<file path="config.mk">
export PLATFORM = sky130hd
export DESIGN_NAME = internalDataflow
export DESIGN_NICKNAME = d
export VERILOG_FILES = /design/src/design/datapathPkg.sv /design/src/design/controlPkg.sv /design/src/design/busNetwork.sv /design/src/design/aluUnit.sv /design/src/design/statusRegister.sv /design/src/design/programCounter.sv /design/src/design/registerBank.sv /design/src/design/internalDataflow.sv
export VERILOG_INCLUDE_DIRS = /design/src /design/src/include
export SDC_FILE = /design/constraint.sdc
export NUM_CORES = 1
export LEC_CHECK = 0
export ABC_CLOCK_PERIOD_IN_PS = 5000
export BUFFER_PORTS_ARGS = -buffer_cell sky130_fd_sc_hd__buf_2
export CAP_MARGIN = 20
export CORE_MARGIN = 2
export CORE_UTILIZATION = 62
export DETAILED_ROUTE_END_ITERATION = 8
export PLACE_DENSITY_LB_ADDON = 0.05
export SLEW_MARGIN = 10
export SYNTH_ARGS = -nofsm -noshare
export SYNTH_HDL_FRONTEND = slang
export SYNTH_HIERARCHICAL = 1
export SYNTH_SLANG_ARGS = --single-unit
export TNS_END_PERCENT = 5
</file>
<file path="constraint.sdc">
create_clock -name clk -period 5 [get_ports clk]
set_input_delay 0.25 -clock clk [delete_from_list [all_inputs] [get_ports clk]]
set_output_delay 0.25 -clock clk [all_outputs]
set_load 0.03 [all_outputs]
</file>
<file path="src/include/datapath_cfg.svh">
`ifndef DATAPATH_CFG_SVH
`define DATAPATH_CFG_SVH

// Width of every internal bus and register
`define DATA_W 8

// Program counter comes out of reset at AABB
`define PCH_RESET 8'hAA
`define PCL_RESET 8'hBB

`define SP_RESET 8'h00

`endif

</file>
<file path="src/design/datapathPkg.sv">
`default_nettype none

`include "datapath_cfg.svh"

package datapathPkg;

    typedef logic [`DATA_W-1:0] byteT;
    typedef logic [2*`DATA_W-1:0] addrT; // Full {ADH, ADL} address

    // Final bus values after presets and bridges
    typedef struct packed {
        byteT db;
        byteT sb;
        byteT adl;
        byteT adh;
    } busesT;

    // Everything that can drive a bus
    typedef struct packed {
        byteT x;
        byteT y;
        byteT sp;
        byteT acc;
        byteT aluHold;
        byteT pch;
        byteT pcl;
        byteT psrDb;
    } regValsT;

endpackage

`default_nettype wire

</file>
<file path="src/design/controlPkg.sv">
`default_nettype none

package controlPkg;

    // One-hot source selects per bus
    typedef struct packed {
        logic psr;
        logic pch;
        logic pcl;
        logic acc;
        logic data;
        logic high;
    } dbSelT;

    typedef struct packed {
        logic x;
        logic y;
        logic sp;
        logic alu;
        logic acc;
        logic high;
    } sbSelT;

    typedef struct packed {
        logic sp;
        logic alu;
        logic pcl;
        logic data;
        logic ff;
        logic fe;
        logic fd;
        logic fc;
        logic fb;
        logic fa;
        logic zero; // Preset 00
    } adlSelT;

    typedef struct packed {
        logic pch;
        logic data;
        logic ff;
        logic zero; // Preset 00
        logic one;  // Preset 01
    } adhSelT;

    typedef struct packed {
        logic dbToSb;
        logic sbToDb;
        logic adhToSb;
        logic sbToAdh;
    } bridgeT;

    typedef struct packed {
        logic x;
        logic y;
        logic sp;
        logic acc;
        logic alu;
        logic abl;
        logic abh;
        logic dor;
    } loadT;

    typedef struct packed {
        logic add;
        logic andOp;
        logic xorOp;
        logic orOp;
        logic shr;
        logic aFromSb;
        logic aZero;
        logic bFromDb;
        logic bFromNotDb;
        logic bFromAdl;
        logic carryOne;
        logic carryFree;
        logic carryPsr;
    } aluCtrlT;

    typedef struct packed {
        logic loadPc;
        logic inc;
        logic dec;
    } pcCtrlT;

    typedef struct packed {
        logic [5:0] dbMask; // Bit 0 is C up to bit 5 for N
        logic carryFromAlu;
        logic overflowFromAlu;
        logic zeroFromDb;
        logic manualValue;
        logic manualC;
        logic manualI;
        logic manualD;
        logic breakHigh;
    } psrCtrlT;

    typedef struct packed {
        dbSelT dbSel;
        sbSelT sbSel;
        adlSelT adlSel;
        adhSelT adhSel;
        bridgeT bridge;
        loadT load;
        aluCtrlT alu;
        pcCtrlT pc;
        psrCtrlT psr;
    } controlWordT;

endpackage

`default_nettype wire

</file>
<file path="src/design/busNetwork.sv">
`timescale 1ns/1ns
`default_nettype none

module busNetwork (
    input  controlPkg::controlWordT ctrl,
    input  datapathPkg::regValsT    regs,
    input  datapathPkg::byteT       dataIn,
    output datapathPkg::busesT      buses
);
    import datapathPkg::*;

    // Passes v onto a bus only when its select is high
    function automatic byteT gate(input logic en, input byteT v);
        return en ? v : '0;
    endfunction

    byteT dbOwn;
    byteT sbOwn;
    byteT adlOwn;
    byteT adhOwn;

    // Wired-OR of every selected source
    assign dbOwn = gate(ctrl.dbSel.psr, regs.psrDb)
                 | gate(ctrl.dbSel.pch, regs.pch)
                 | gate(ctrl.dbSel.pcl, regs.pcl)
                 | gate(ctrl.dbSel.acc, regs.acc)
                 | gate(ctrl.dbSel.data, dataIn)
                 | gate(ctrl.dbSel.high, 8'hFF);

    assign sbOwn = gate(ctrl.sbSel.x, regs.x)
                 | gate(ctrl.sbSel.y, regs.y)
                 | gate(ctrl.sbSel.sp, regs.sp)
                 | gate(ctrl.sbSel.alu, regs.aluHold)
                 | gate(ctrl.sbSel.acc, regs.acc)
                 | gate(ctrl.sbSel.high, 8'hFF);

    // Vector presets FF down to FA, plus 00
    assign adlOwn = gate(ctrl.adlSel.sp, regs.sp)
                  | gate(ctrl.adlSel.alu, regs.aluHold)
                  | gate(ctrl.adlSel.pcl, regs.pcl)
                  | gate(ctrl.adlSel.data, dataIn)
                  | gate(ctrl.adlSel.ff, 8'hFF)
                  | gate(ctrl.adlSel.fe, 8'hFE)
                  | gate(ctrl.adlSel.fd, 8'hFD)
                  | gate(ctrl.adlSel.fc, 8'hFC)
                  | gate(ctrl.adlSel.fb, 8'hFB)
                  | gate(ctrl.adlSel.fa, 8'hFA)
                  | gate(ctrl.adlSel.zero, 8'h00);

    assign adhOwn = gate(ctrl.adhSel.pch, regs.pch)
                  | gate(ctrl.adhSel.data, dataIn)
                  | gate(ctrl.adhSel.ff, 8'hFF)
                  | gate(ctrl.adhSel.zero, 8'h00)
                  | gate(ctrl.adhSel.one, 8'h01);

    // Bridges only ever see the own values, never a bridged one
    assign buses.db  = dbOwn | gate(ctrl.bridge.sbToDb, sbOwn);
    assign buses.sb  = sbOwn
                     | gate(ctrl.bridge.dbToSb, dbOwn)
                     | gate(ctrl.bridge.adhToSb, adhOwn);
    assign buses.adl = adlOwn; // No bridge on ADL
    assign buses.adh = adhOwn | gate(ctrl.bridge.sbToAdh, sbOwn);

endmodule

`default_nettype wire

</file>
<file path="src/design/aluUnit.sv">
`timescale 1ns/1ns
`default_nettype none

`include "datapath_cfg.svh"

module aluUnit (
    input  controlPkg::aluCtrlT ctrl,
    input  datapathPkg::busesT  buses,
    input  logic                freeCarry,
    input  logic                psrCarry,
    output datapathPkg::byteT   result,
    output logic                carryOut,
    output logic                overflow
);
    import datapathPkg::*;

    localparam int msb = `DATA_W - 1;

    byteT a;
    byteT b;
    logic carryIn;
    logic [`DATA_W:0] sum;

    assign a = (ctrl.aFromSb && !ctrl.aZero) ? buses.sb : '0; // Zero wins
    assign b = ({`DATA_W{ctrl.bFromDb}} & buses.db)
             | ({`DATA_W{ctrl.bFromNotDb}} & ~buses.db)
             | ({`DATA_W{ctrl.bFromAdl}} & buses.adl);

    assign carryIn = ctrl.carryOne
                   | (ctrl.carryFree & freeCarry)
                   | (ctrl.carryPsr & psrCarry);

    assign sum = {1'b0, a} + {1'b0, b} + {{`DATA_W{1'b0}}, carryIn};

    always_comb begin
        result = '0;
        carryOut = 1'b0;
        overflow = 1'b0;
        if (ctrl.add) begin
            result = sum[msb:0];
            carryOut = sum[`DATA_W];
            // Same-sign operands giving a result of the other sign
            overflow = (a[msb] == b[msb]) && (sum[msb] != a[msb]);
        end else if (ctrl.andOp) begin
            result = a & b;
        end else if (ctrl.xorOp) begin
            result = a ^ b;
        end else if (ctrl.orOp) begin
            result = a | b;
        end else if (ctrl.shr) begin
            result = {carryIn, a[msb:1]}; // Rotate through carry
            carryOut = a[0];
        end
    end

endmodule

`default_nettype wire

</file>
<file path="src/design/statusRegister.sv">
`timescale 1ns/1ns
`default_nettype none

module statusRegister (
    input  logic                clk,
    input  logic                rstN,
    input  controlPkg::psrCtrlT ctrl,
    input  datapathPkg::byteT   db,
    input  logic                aluCarry,
    input  logic                aluOverflow,
    input  logic                setOverflow,
    output datapathPkg::byteT   flags,
    output datapathPkg::byteT   dbView
);
    import datapathPkg::*;

    // 6502 flag positions, in dbMask order C Z I D V N
    localparam int flagPos [6] = '{0, 1, 2, 3, 6, 7};

    byteT nextFlags;

    always_comb begin
        nextFlags = flags;
        for (int i = 0; i < 6; i++) begin
            if (ctrl.dbMask[i]) nextFlags[flagPos[i]] = db[flagPos[i]];
        end
        if (ctrl.zeroFromDb) nextFlags[1] = (db == '0);
        if (ctrl.carryFromAlu) nextFlags[0] = aluCarry;
        if (ctrl.overflowFromAlu) nextFlags[6] = aluOverflow;
        if (ctrl.manualC) nextFlags[0] = ctrl.manualValue;
        if (ctrl.manualI) nextFlags[2] = ctrl.manualValue;
        if (ctrl.manualD) nextFlags[3] = ctrl.manualValue; // Stored only
        if (setOverflow) nextFlags[6] = 1'b1;               // SO pin has last word
    end

    always_ff @(posedge clk) begin
        if (!rstN) flags <= '0;
        else flags <= nextFlags;
    end

    // Bit 5 reads as one, bit 4 is the break source
    assign dbView = {flags[7:6], 1'b1, ctrl.breakHigh, flags[3:0]};

endmodule

`default_nettype wire

</file>
<file path="src/design/programCounter.sv">
`timescale 1ns/1ns
`default_nettype none

`include "datapath_cfg.svh"

module programCounter (
    input  logic               clk,
    input  logic               rstN,
    input  controlPkg::pcCtrlT ctrl,
    input  datapathPkg::busesT buses,
    output datapathPkg::byteT  pch,
    output datapathPkg::byteT  pcl
);
    import datapathPkg::*;

    addrT pc;
    addrT base;

    // Jump target comes straight off the address buses
    assign base = ctrl.loadPc ? {buses.adh, buses.adl} : pc;

    always_ff @(posedge clk) begin
        if (!rstN) pc <= {`PCH_RESET, `PCL_RESET};
        else if (ctrl.inc) pc <= base + 1'b1;  // Wraps at FFFF
        else if (ctrl.dec) pc <= base - 1'b1;
        else pc <= base;
    end

    assign pch = pc[15:8];
    assign pcl = pc[7:0];

endmodule

`default_nettype wire

</file>
<file path="src/design/registerBank.sv">
`timescale 1ns/1ns
`default_nettype none

`include "datapath_cfg.svh"

module registerBank (
    input  logic               clk,
    input  logic               rstN,
    input  controlPkg::loadT   load,
    input  datapathPkg::busesT buses,
    input  datapathPkg::byteT  aluResult,
    output datapathPkg::byteT  x,
    output datapathPkg::byteT  y,
    output datapathPkg::byteT  sp,
    output datapathPkg::byteT  acc,
    output datapathPkg::byteT  aluHold,
    output datapathPkg::byteT  abl,
    output datapathPkg::byteT  abh,
    output datapathPkg::byteT  dor
);

    always_ff @(posedge clk) begin
        if (!rstN) begin
            x <= '0;
            y <= '0;
            sp <= `SP_RESET;
            acc <= '0;
            aluHold <= '0;
            abl <= '0;
            abh <= '0;
            dor <= '0;
        end else begin
            // User registers all hang off SB
            if (load.x) x <= buses.sb;
            if (load.y) y <= buses.sb;
            if (load.sp) sp <= buses.sb;
            if (load.acc) acc <= buses.sb;
            if (load.alu) aluHold <= aluResult;
            // Pin-side registers
            if (load.abl) abl <= buses.adl;
            if (load.abh) abh <= buses.adh;
            if (load.dor) dor <= buses.db;
        end
    end

endmodule

`default_nettype wire

</file>
<file path="src/design/internalDataflow.sv">
`timescale 1ns/1ns
`default_nettype none

module internalDataflow (
    input  logic                    clk,
    input  logic                    rstN,
    input  logic                    freeCarry,
    input  logic                    setOverflow,
    input  controlPkg::controlWordT ctrl,
    input  datapathPkg::byteT       dataIn,
    output datapathPkg::byteT       dataOut,
    output datapathPkg::byteT       addrLow,
    output datapathPkg::byteT       addrHigh,
    output datapathPkg::byteT       psrOut,
    output logic                    aluCarryOut,
    output logic                    pclMsb
);
    import datapathPkg::*;

    busesT buses;
    regValsT regs;
    byteT aluResult;
    byteT psrDb;
    byteT pch;
    byteT pcl;
    byteT x;
    byteT y;
    byteT sp;
    byteT acc;
    byteT aluHold;
    logic aluOverflow;

    assign regs = '{x: x, y: y, sp: sp, acc: acc, aluHold: aluHold,
                    pch: pch, pcl: pcl, psrDb: psrDb};
    assign pclMsb = pcl[7]; // Page-cross hint for the sequencer

    busNetwork busNetwork_inst (.ctrl(ctrl), .regs(regs), .dataIn(dataIn), .buses(buses));

    aluUnit aluUnit_inst (
        .ctrl(ctrl.alu), .buses(buses), .freeCarry(freeCarry), .psrCarry(psrOut[0]),
        .result(aluResult), .carryOut(aluCarryOut), .overflow(aluOverflow)
    );

    statusRegister statusRegister_inst (
        .clk(clk), .rstN(rstN), .ctrl(ctrl.psr), .db(buses.db),
        .aluCarry(aluCarryOut), .aluOverflow(aluOverflow), .setOverflow(setOverflow),
        .flags(psrOut), .dbView(psrDb)
    );

    programCounter programCounter_inst (
        .clk(clk), .rstN(rstN), .ctrl(ctrl.pc), .buses(buses), .pch(pch), .pcl(pcl)
    );

    registerBank registerBank_inst (
        .clk(clk), .rstN(rstN), .load(ctrl.load), .buses(buses), .aluResult(aluResult),
        .x(x), .y(y), .sp(sp), .acc(acc), .aluHold(aluHold),
        .abl(addrLow), .abh(addrHigh), .dor(dataOut)
    );

endmodule

`default_nettype wire

</file>
=== Word level (Yosys, flattened, before mapping) ===
Cells that the tools add are included.

* Reductions and logical operators: 9
* Eq/ne operators: 2
* Bitwise gates (word level): 39
* Add/sub/neg operators: 4
* Mux-type cells: 57

{| class="wikitable"
|+ Operators by type and width
! cell !! count
|-
| 8-bit two-way mux || 35
|-
| 8-bit OR || 29
|-
| 16-bit two-way mux || 3
|-
| 8-bit bitwise AND || 4
|-
| 1-bit two-way mux || 19
|-
| 16-bit by 1-bit adder with 16-bit output (second input constant) || 1
|-
| 16-bit by 1-bit subtractor with 16-bit output (second input constant) || 1
|-
| 8-bit by 8-bit adder with 9-bit output || 1
|-
| 9-bit by 1-bit adder with 9-bit output || 1
|-
| 8-bit logical NOT || 1
|-
| 8-bit inverter || 1
|-
| 8-bit bitwise XOR || 1
|-
| 2-bit nonzero test || 3
|-
| 3-bit nonzero test || 2
|-
| 1-bit bitwise AND || 2
|-
| 1-bit logical AND || 2
|-
| 1-bit OR || 2
|-
| 1-bit == test || 1
|-
| 1-bit logical NOT || 1
|-
| 1-bit inequality test || 1
|}

* Register bits: 86
* Bits of input ports: 82
* Word-level logic and storage cells: 126
* Output and inout bits: 34

=== Depth between registers and ports, before layout ===
Gate-level depths: netlist of the first run.

* Depth in word-level cells: 19
* Gate-level depth with buffers: 18

=== Cells and area by module ===
The synthesis of the first run kept the hierarchy.

{| class="wikitable"
|+ By module, submodules not included
! module !! cells an instance !! sequential area each (sq um) !! area each (sq um) !! times used
|-
| registerBank || 207 || 1281.2 || 2446.1 || 1
|-
| programCounter || 171 || 320.3 || 1458.9 || 1
|-
| aluUnit || 156 || 0.0 || 1099.8 || 1
|-
| busNetwork || 149 || 0.0 || 997.2 || 1
|-
| statusRegister || 45 || 120.1 || 394.1 || 1
|}

=== Least setup slack after synthesis of the first run ===
Ideal clock, no wire load.

* Path kind: input -> register
* Start: in ctrl[63] (netlist name)
* End: reg statusRegister_inst.flags[0]
* Buffers on the path: 1
* Cell stages on the path: 17
* Setup time: 0.125 ns
* Arrival: 3.256 ns
* Slack: 1.619 ns
* Cell sequence: clkbuf_1 > a22oi_1 > nand3_1 > a21o_1 > a221o_1 > inv_1 > fa_1 > inv_1 > fa_1 > a211oi_1 > o21ai_0 > a21o_1 > a21oi_1 > a21oi_1 > nand2b_1 > nand3b_1 > o21ai_0

{| class="wikitable"
|+ RTL lines
! what !! line !! text
|-
| start: declaration || internalDataflow.sv:9 || <nowiki>input controlPkg::controlWordT ctrl,</nowiki>
|-
| end signal: assignment || statusRegister.sv:38 || <nowiki>else flags <= nextFlags;</nowiki>
|-
| end: declaration || statusRegister.sv:12 || <nowiki>output datapathPkg::byteT flags,</nowiki>
|}

==> flow_metrics.env, run 1 <==
export IMPL_fin_nets=888
export IMPL_met2_usage_pct=58.4
export IMPL_ctsLongestPathBuffers=2
export IMPL_cts_sinks=86
export IMPL_crit_path_max_incr_delay_ns=0.51
export IMPL_clockRootBuffer="clkbuf_8"
export IMPL_r2r_start="programCounter_inst/pc[0]"
export IMPL_worstMarginPinSlew_ns=0.900
export IMPL_dr_first_iter_drc_count=782
export IMPL_layout_worst_path_cycle_share_pct=80.5
export IMPL_crit_chain="a22oi_1 > nand3_1 > a221o_1 > and2_1 > inv_1 > fa_1 > inv_1 > fa_1 > a211oi_1 > o21ai_0 > a21o_1 > a21oi_1 > a21oi_1 > buf_2"
export IMPL_ys_types=73
export IMPL_drt_pass1_iter_count=7
export IMPL_cts_hold_buf=0
export IMPL_worstSetupStartpointType="flop"
export IMPL_yosys_top_cells_area="dfxtp_1, mux2i_1, nor2b_1, a22oi_1, a221o_1"
export IMPL_ant_nets=0
export IMPL_critPathBufInv=3
export IMPL_initial_core_util_pct=62.8
export IMPL_finalSetupViolCount=0
export IMPL_gp_congestion=0.998
export IMPL_grt_pass1_vias=5849
export IMPL_wirelength_mm=19.8
export IMPL_synth_warnings=6
export IMPL_syn_inst=728
export IMPL_crit_family="compound AO/OA/AOI/OAI gates"
export IMPL_synth_edf_count=0
export IMPL_power_density_nw_per_um2=271
export IMPL_cts_resized=0
export IMPL_post_cts_repair_setup_buffers=0
export IMPL_grt_busiest_layer="met2"
export IMPL_fin_setup_tns_ns=0
export IMPL_slew_headroom_pct=40.0
export IMPL_power_leakage_uw=0.00303
export IMPL_dieArea_um2=11100
export IMPL_worstPathMaxFanout=6
export IMPL_end_kind="primary output"
export IMPL_die_w_um=106
export IMPL_syn_cell_area_um2=6400
export IMPL_synth_top_area_cell="dfxtp_1"
export IMPL_fmaxAchievable_mhz=249
export IMPL_skew_ns=0.0155
export IMPL_core_area_um2=10200
export IMPL_use_met3_pct=8.53
export IMPL_die_h_um=106
export IMPL_rsz0062_at_grt="no"
export IMPL_io_buffers=111
export IMPL_period_needed_ns=4.02
export IMPL_met1_usage_pct=43.2
export IMPL_drc=0
export IMPL_clk_pin_slew_worst_paths_ns=0.09
export IMPL_synth_common_cells="dfxtp_1, nor2b_1, mux2i_1"
export IMPL_cp_required_ns=4.75
export IMPL_async_flop_share_pct=0
export IMPL_crit_start="programCounter_inst/pc[0]"
export IMPL_run_status="finished clean"
export IMPL_grt_start_max_net_pins=82
export IMPL_seq_area_frac_synth_pct=26.9
export IMPL_num_vias=6089
export IMPL_cp_slowest_cell="a221o_1"
export IMPL_whs_ns=0.0484
export IMPL_max_cap_violations=0
export IMPL_grt_remaining_overflow=0
export IMPL_hold_path_class="input port to flop"
export IMPL_cts_inserted_buffers=9
export IMPL_clock_latency_ns=0.39
export IMPL_rows=37
export IMPL_htree_levels=3
export IMPL_worst_ep_arrival_time_ns=3.77
export IMPL_viasPerCell=6.57
export IMPL_peakVddDrop_mv=0.258
export IMPL_drive_above_1_share_pct=20.6
export IMPL_ys_flop_type="dfxtp_1"
export IMPL_design_portCount=116
export IMPL_antenna_cells=0
export IMPL_antenna_found_initial=0
export IMPL_hpwl_mm=14.7
export IMPL_area_delta_synth_final_pct=8.06
export IMPL_synth_most_common_cell="dfxtp_1"
export IMPL_holdCritStartpoint="ctrl[5]"
export IMPL_slew_violations=0
export IMPL_finalHoldViolations=0
export IMPL_ys_seq_elements=86
export IMPL_yosysTopAreaCellShare_pct=26.9
export IMPL_synth_area_per_cell_um2=8.79
export IMPL_wl_per_cell_um=21.3
export IMPL_criticalPathCategory="flop to primary output"
export IMPL_cts_tree="done"
export IMPL_grtUsageTotal_pct=35.8
export IMPL_grt_pass1_wl_mm=30.9
## layout by cell type, fill, tap and decap left out, types with 3 or more instances in the layout
master and instances:
buf_2 111, nand3_1 36, and4_1 3, nor2_1 18, a31oi_1 3, a221o_1 26, and2_1 10, nor2b_1 81
conb_1 3, dfxtp_1 86, a21o_2 7, nor3b_1 4, o211ai_1 5, nand2_1 16, ha_1 18, nor4_1 6
xnor2_1 9, a211oi_1 5, o22ai_1 3, a21o_1 14, nor3b_2 3, nor3_1 19, a221oi_1 7, o21ai_1 3
clkbuf_8 10, o21ai_0 14, and3_1 3, mux2i_1 80, mux2_2 6, nor4_2 4, o31a_1 4, a21oi_1 37
inv_1 33, a22oi_1 48, nor4b_1 3, or3_1 3
## per-layer routing
metal	vias up	share of wire, %	wire [um]
met2	322	48	9450
met4	0	5.1	1000
li1	2794	-	-
met3	79	9.0	1790
met5	-	0	0
met1	2894	38	7540
## stage by stage
stage | setup WS [ns] | power (uW) | std cells | area [um^2] | util [%]
floorplan | 1.62 | 1210 | 729 | 6400 | -
global route | 0.821 | 1950 | 927 | 6910 | 67.9
finish | 0.977 | 1880 | 927 | 6910 | 67.9
detailed placement | 1.38 | 1360 | 911 | 6710 | 65.8
global placement | 1.41 | 1340 | 911 | 6710 | 65.8
CTS | 0.998 | 1870 | 927 | 6910 | 67.9
## state kept, by name, summed over array words and instances, names as in the netlist, 8 cells and up
signal	count
registerBank_inst/sp	8
registerBank_inst/abh	8
registerBank_inst/y	8
registerBank_inst/acc	8
registerBank_inst/abl	8
registerBank_inst/dor	8
registerBank_inst/aluHold	8
registerBank_inst/x	8
programCounter_inst/pc	16
## cell families (layout without fill, tap and decap cells)
kind of cell,after synthesis,in the layout,share of synthesized area [%]
compound gates,194,194,22.6
xor+xnor,10,10,1.37
buf+inv,100,162,8.69
flops,86,86,26.9
simple gates,227,227,21.9
mux,89,89,14.2
other cells,2,3,0.117
fa+ha+maj,20,20,4.15
## worst paths after layout
check | to | slack, ns | depth (start not counted)
min reg2reg | registerBank_inst/dor[6] | 0.51 | 2
max reg2reg | statusRegister_inst/flags[0] | 1.38 | 16
max | aluCarryOut | 0.98 | 14
min | statusRegister_inst/flags[1] | 0.05 | 2
## report_power, final
group / switching (uW) / total, uW / internal (uW)
Sequential: 63.8 / 809 / 745
Clock: 272 / 520 / 248
Combinational: 322 / 547 / 225
## area by class of cell
class	count	area, um^2
clock inverters	6	68.8
multi-input cells	543	4120
well taps	136	170
flip-flops and latches	86	1720
inverters	34	128
repair buffers	112	563
clock buffers	10	138
fillers	872	3270
(Power assumes the default switching activity.)
==> run 2: changes to the inputs <==
--- a/config.mk
+++ b/config.mk
@@ -6,11 +6,11 @@
 export SDC_FILE = /design/constraint.sdc
 export NUM_CORES = 1
 export LEC_CHECK = 0
-export ABC_CLOCK_PERIOD_IN_PS = 5000
+export ABC_CLOCK_PERIOD_IN_PS = 4000
 export BUFFER_PORTS_ARGS = -buffer_cell sky130_fd_sc_hd__buf_2
 export CAP_MARGIN = 20
 export CORE_MARGIN = 2
-export CORE_UTILIZATION = 62
+export CORE_UTILIZATION = 57
 export DETAILED_ROUTE_END_ITERATION = 8
 export PLACE_DENSITY_LB_ADDON = 0.05
 export SLEW_MARGIN = 10
==> constraint.sdc (replaced) <==
create_clock -name clk -period 4 [get_ports clk]
set_input_delay 0.2 -clock clk [delete_from_list [all_inputs] [get_ports clk]]
set_output_delay 0.2 -clock clk [all_outputs]
set_load 0.03 [all_outputs]
==> flow_metrics.env, run 2 (same netlist as run 1, synthesis figures left out) <==
export IMPL_run_status="finished clean"
export IMPL_io_buffers=111
export IMPL_dieArea_um2=12100
export IMPL_rr_endpoint="statusRegister_inst/flags[0]"
export IMPL_wirelength_mm=20.4
export IMPL_grtUsageTotal_pct=34.0
export IMPL_period_needed_ns=3.81
export IMPL_cts_sinks=86
export IMPL_top_register="programCounter_inst/pc"
export IMPL_mostFrequentLayoutCells="buf_2, dfxtp_1, nor2b_1, mux2i_1, a22oi_1"
export IMPL_placedCellCount=922
export IMPL_power_uw=2390
export IMPL_worstMarginPinSlew_ns=0.934
export IMPL_grt_remaining_overflow=0
export IMPL_fin_setup_tns_ns=0
export IMPL_viasPerCell=6.42
export IMPL_grt_pass1_wl_mm=30.7
export IMPL_r2r_start="registerBank_inst/x[0]"
export IMPL_hold_path_class="input port to flop"
export IMPL_drc=0
export IMPL_dr_first_iter_drc_count=562
export IMPL_worstSetupStartpointType="flop"
export IMPL_die_w_um=110
export IMPL_power_leakage_uw=0.00308
export IMPL_whs_ns=0.0276
export IMPL_cp_required_ns=3.80
export IMPL_r2r_setup_slack_ns=0.54
export IMPL_holdCritStartpoint="ctrl[5]"
export IMPL_crit_path_max_incr_delay_ns=0.37
export IMPL_slew_violations=0
export IMPL_worst_ep_arrival_time_ns=3.61
export IMPL_htree_levels=3
export IMPL_fmaxAchievable_mhz=262
export IMPL_num_vias=6047
export IMPL_grt_start_max_net_pins=81
export IMPL_end_kind="primary output"
export IMPL_die_h_um=110
export IMPL_slew_headroom_pct=37.8
export IMPL_initial_core_util_pct=58.7
export IMPL_cts_inserted_buffers=9
export IMPL_grt_pass1_vias=5575
export IMPL_crit_chain="a22oi_1 > nand3_1 > buf_4 > a221o_2 > and2_1 > inv_1 > fa_2 > inv_1 > fa_2 > a211oi_2 > o21ai_1 > a21o_1 > a21oi_1 > a21oi_1 > buf_2"
export IMPL_drt_pass1_iter_count=5
export IMPL_clock_latency_ns=0.38
export IMPL_criticalPathCategory="flop to primary output"
export IMPL_cts_tree="done"
export IMPL_antenna_found_initial=1
export IMPL_fillers=946
export IMPL_largest_reg_flops=16
export IMPL_ctsLongestPathBuffers=2
export IMPL_layout_worst_path_cycle_share_pct=95.4
export IMPL_clockRootBuffer="clkbuf_8"
export IMPL_max_cap_violations=0
export IMPL_drive_above_1_share_pct=22.3
export IMPL_area_delta_synth_final_pct=9.92
export IMPL_fin_nets=898
export IMPL_gp_congestion=0.966
export IMPL_instances_no_fill=942
export IMPL_ant_nets=0
export IMPL_finalHoldViolations=0
export IMPL_rr_worst_depth=17
export IMPL_rsz0062_at_grt="no"
export IMPL_layout_commonest_cell="buf_2"
export IMPL_hold_depth=2
export IMPL_clk_pin_slew_worst_paths_ns=0.09
export IMPL_core_area_um2=10900
export IMPL_wl_per_cell_um=21.6
export IMPL_cts_hold_buf=0
export IMPL_cp_slowest_cell="fa_2"
export IMPL_peakVddDrop_mv=0.427
export IMPL_hpwl_mm=15.4
export IMPL_whs_endpoint="statusRegister_inst/flags[1]"
export IMPL_skew_ns=0.0127
export IMPL_worstPathMaxFanout=3
export IMPL_finalSetupViolCount=0
export IMPL_design_portCount=116
export IMPL_power_density_nw_per_um2=340
export IMPL_rows=38
-- run 2: metrics by stage --
| stage | util (%) | worst slack [ns] | area (um^2) |
|---|---|---|---|
| final | 64.6 | 0.185 | 7030 |
| after floorplan | - | 0.669 | 6400 |
| after global routing | 64.5 | 0.0235 | 7030 |
| after detailed placement | 62.1 | 0.402 | 6760 |
| after CTS | 64.2 | 0.0324 | 6990 |
| after global placement | 62.1 | 0.481 | 6760 |
-- run 2: where the power goes --
group | internal [uW] | switching [uW]
Clock | 366 | 325
Combinational | 287 | 402
Sequential | 932 | 81.2
Total | 1590 | 809
-- run 2: how the worst max path moves through the flow --
stage | start | cells after the start | slack (ns) | end
finish | registerBank_inst/x[0] | 15 | 0.19 | aluCarryOut
global route | registerBank_inst/x[0] | 15 | 0.02 | aluCarryOut
CTS | programCounter_inst/pc[0] | 14 | 0.03 | aluCarryOut
detailed placement | ctrl[63] | 17 | 0.40 | statusRegister_inst/flags[0]
global placement | ctrl[63] | 17 | 0.48 | statusRegister_inst/flags[0]
floorplan | ctrl[63] | 17 | 0.67 | statusRegister_inst/flags[0]
-- run 2: cell type report --
cell class / count / area, um^2 / area share, %
Multi-Input combinational cell: 543 / 4140 / 58.9
Sequential cell: 86 / 1720 / 24.5
Timing Repair Buffer: 122 / 638 / 9.08
Tap cell: 140 / 175 / 2.49
Clock buffer: 10 / 138 / 1.96
Inverter: 34 / 128 / 1.82
Clock inverter: 6 / 85.1 / 1.21
Antenna cell: 1 / 2.50 / 0.0356
-- run 2: timing repair --
action / 4_1_cts / 5_1_grt
gates resized for setup: 0 / 8
buffers inserted: 0 / 3
hold endpoints to repair: 0 / 0
endpoints found under the setup margin: 0 / 1
-- run 2: worst max-delay path, delay by kind of cell, from the launching register on --
family	cells	cell delay, ns
AO/OA/AOI/OAI	7	1.38
adder cells (fa/ha/maj)	2	0.61
buffers and inverters	4	0.56
flip-flops	1	0.33
AND/OR/NAND/NOR	2	0.35
-- run 2: metal layers --
metal	track usage (%)	share of wire [%]	wire length (um)
met1	41.4	40	8070
met2	55.2	48	9740
met3	9.25	8.5	1740
met4	16.5	4.0	816
met5	0	0	0
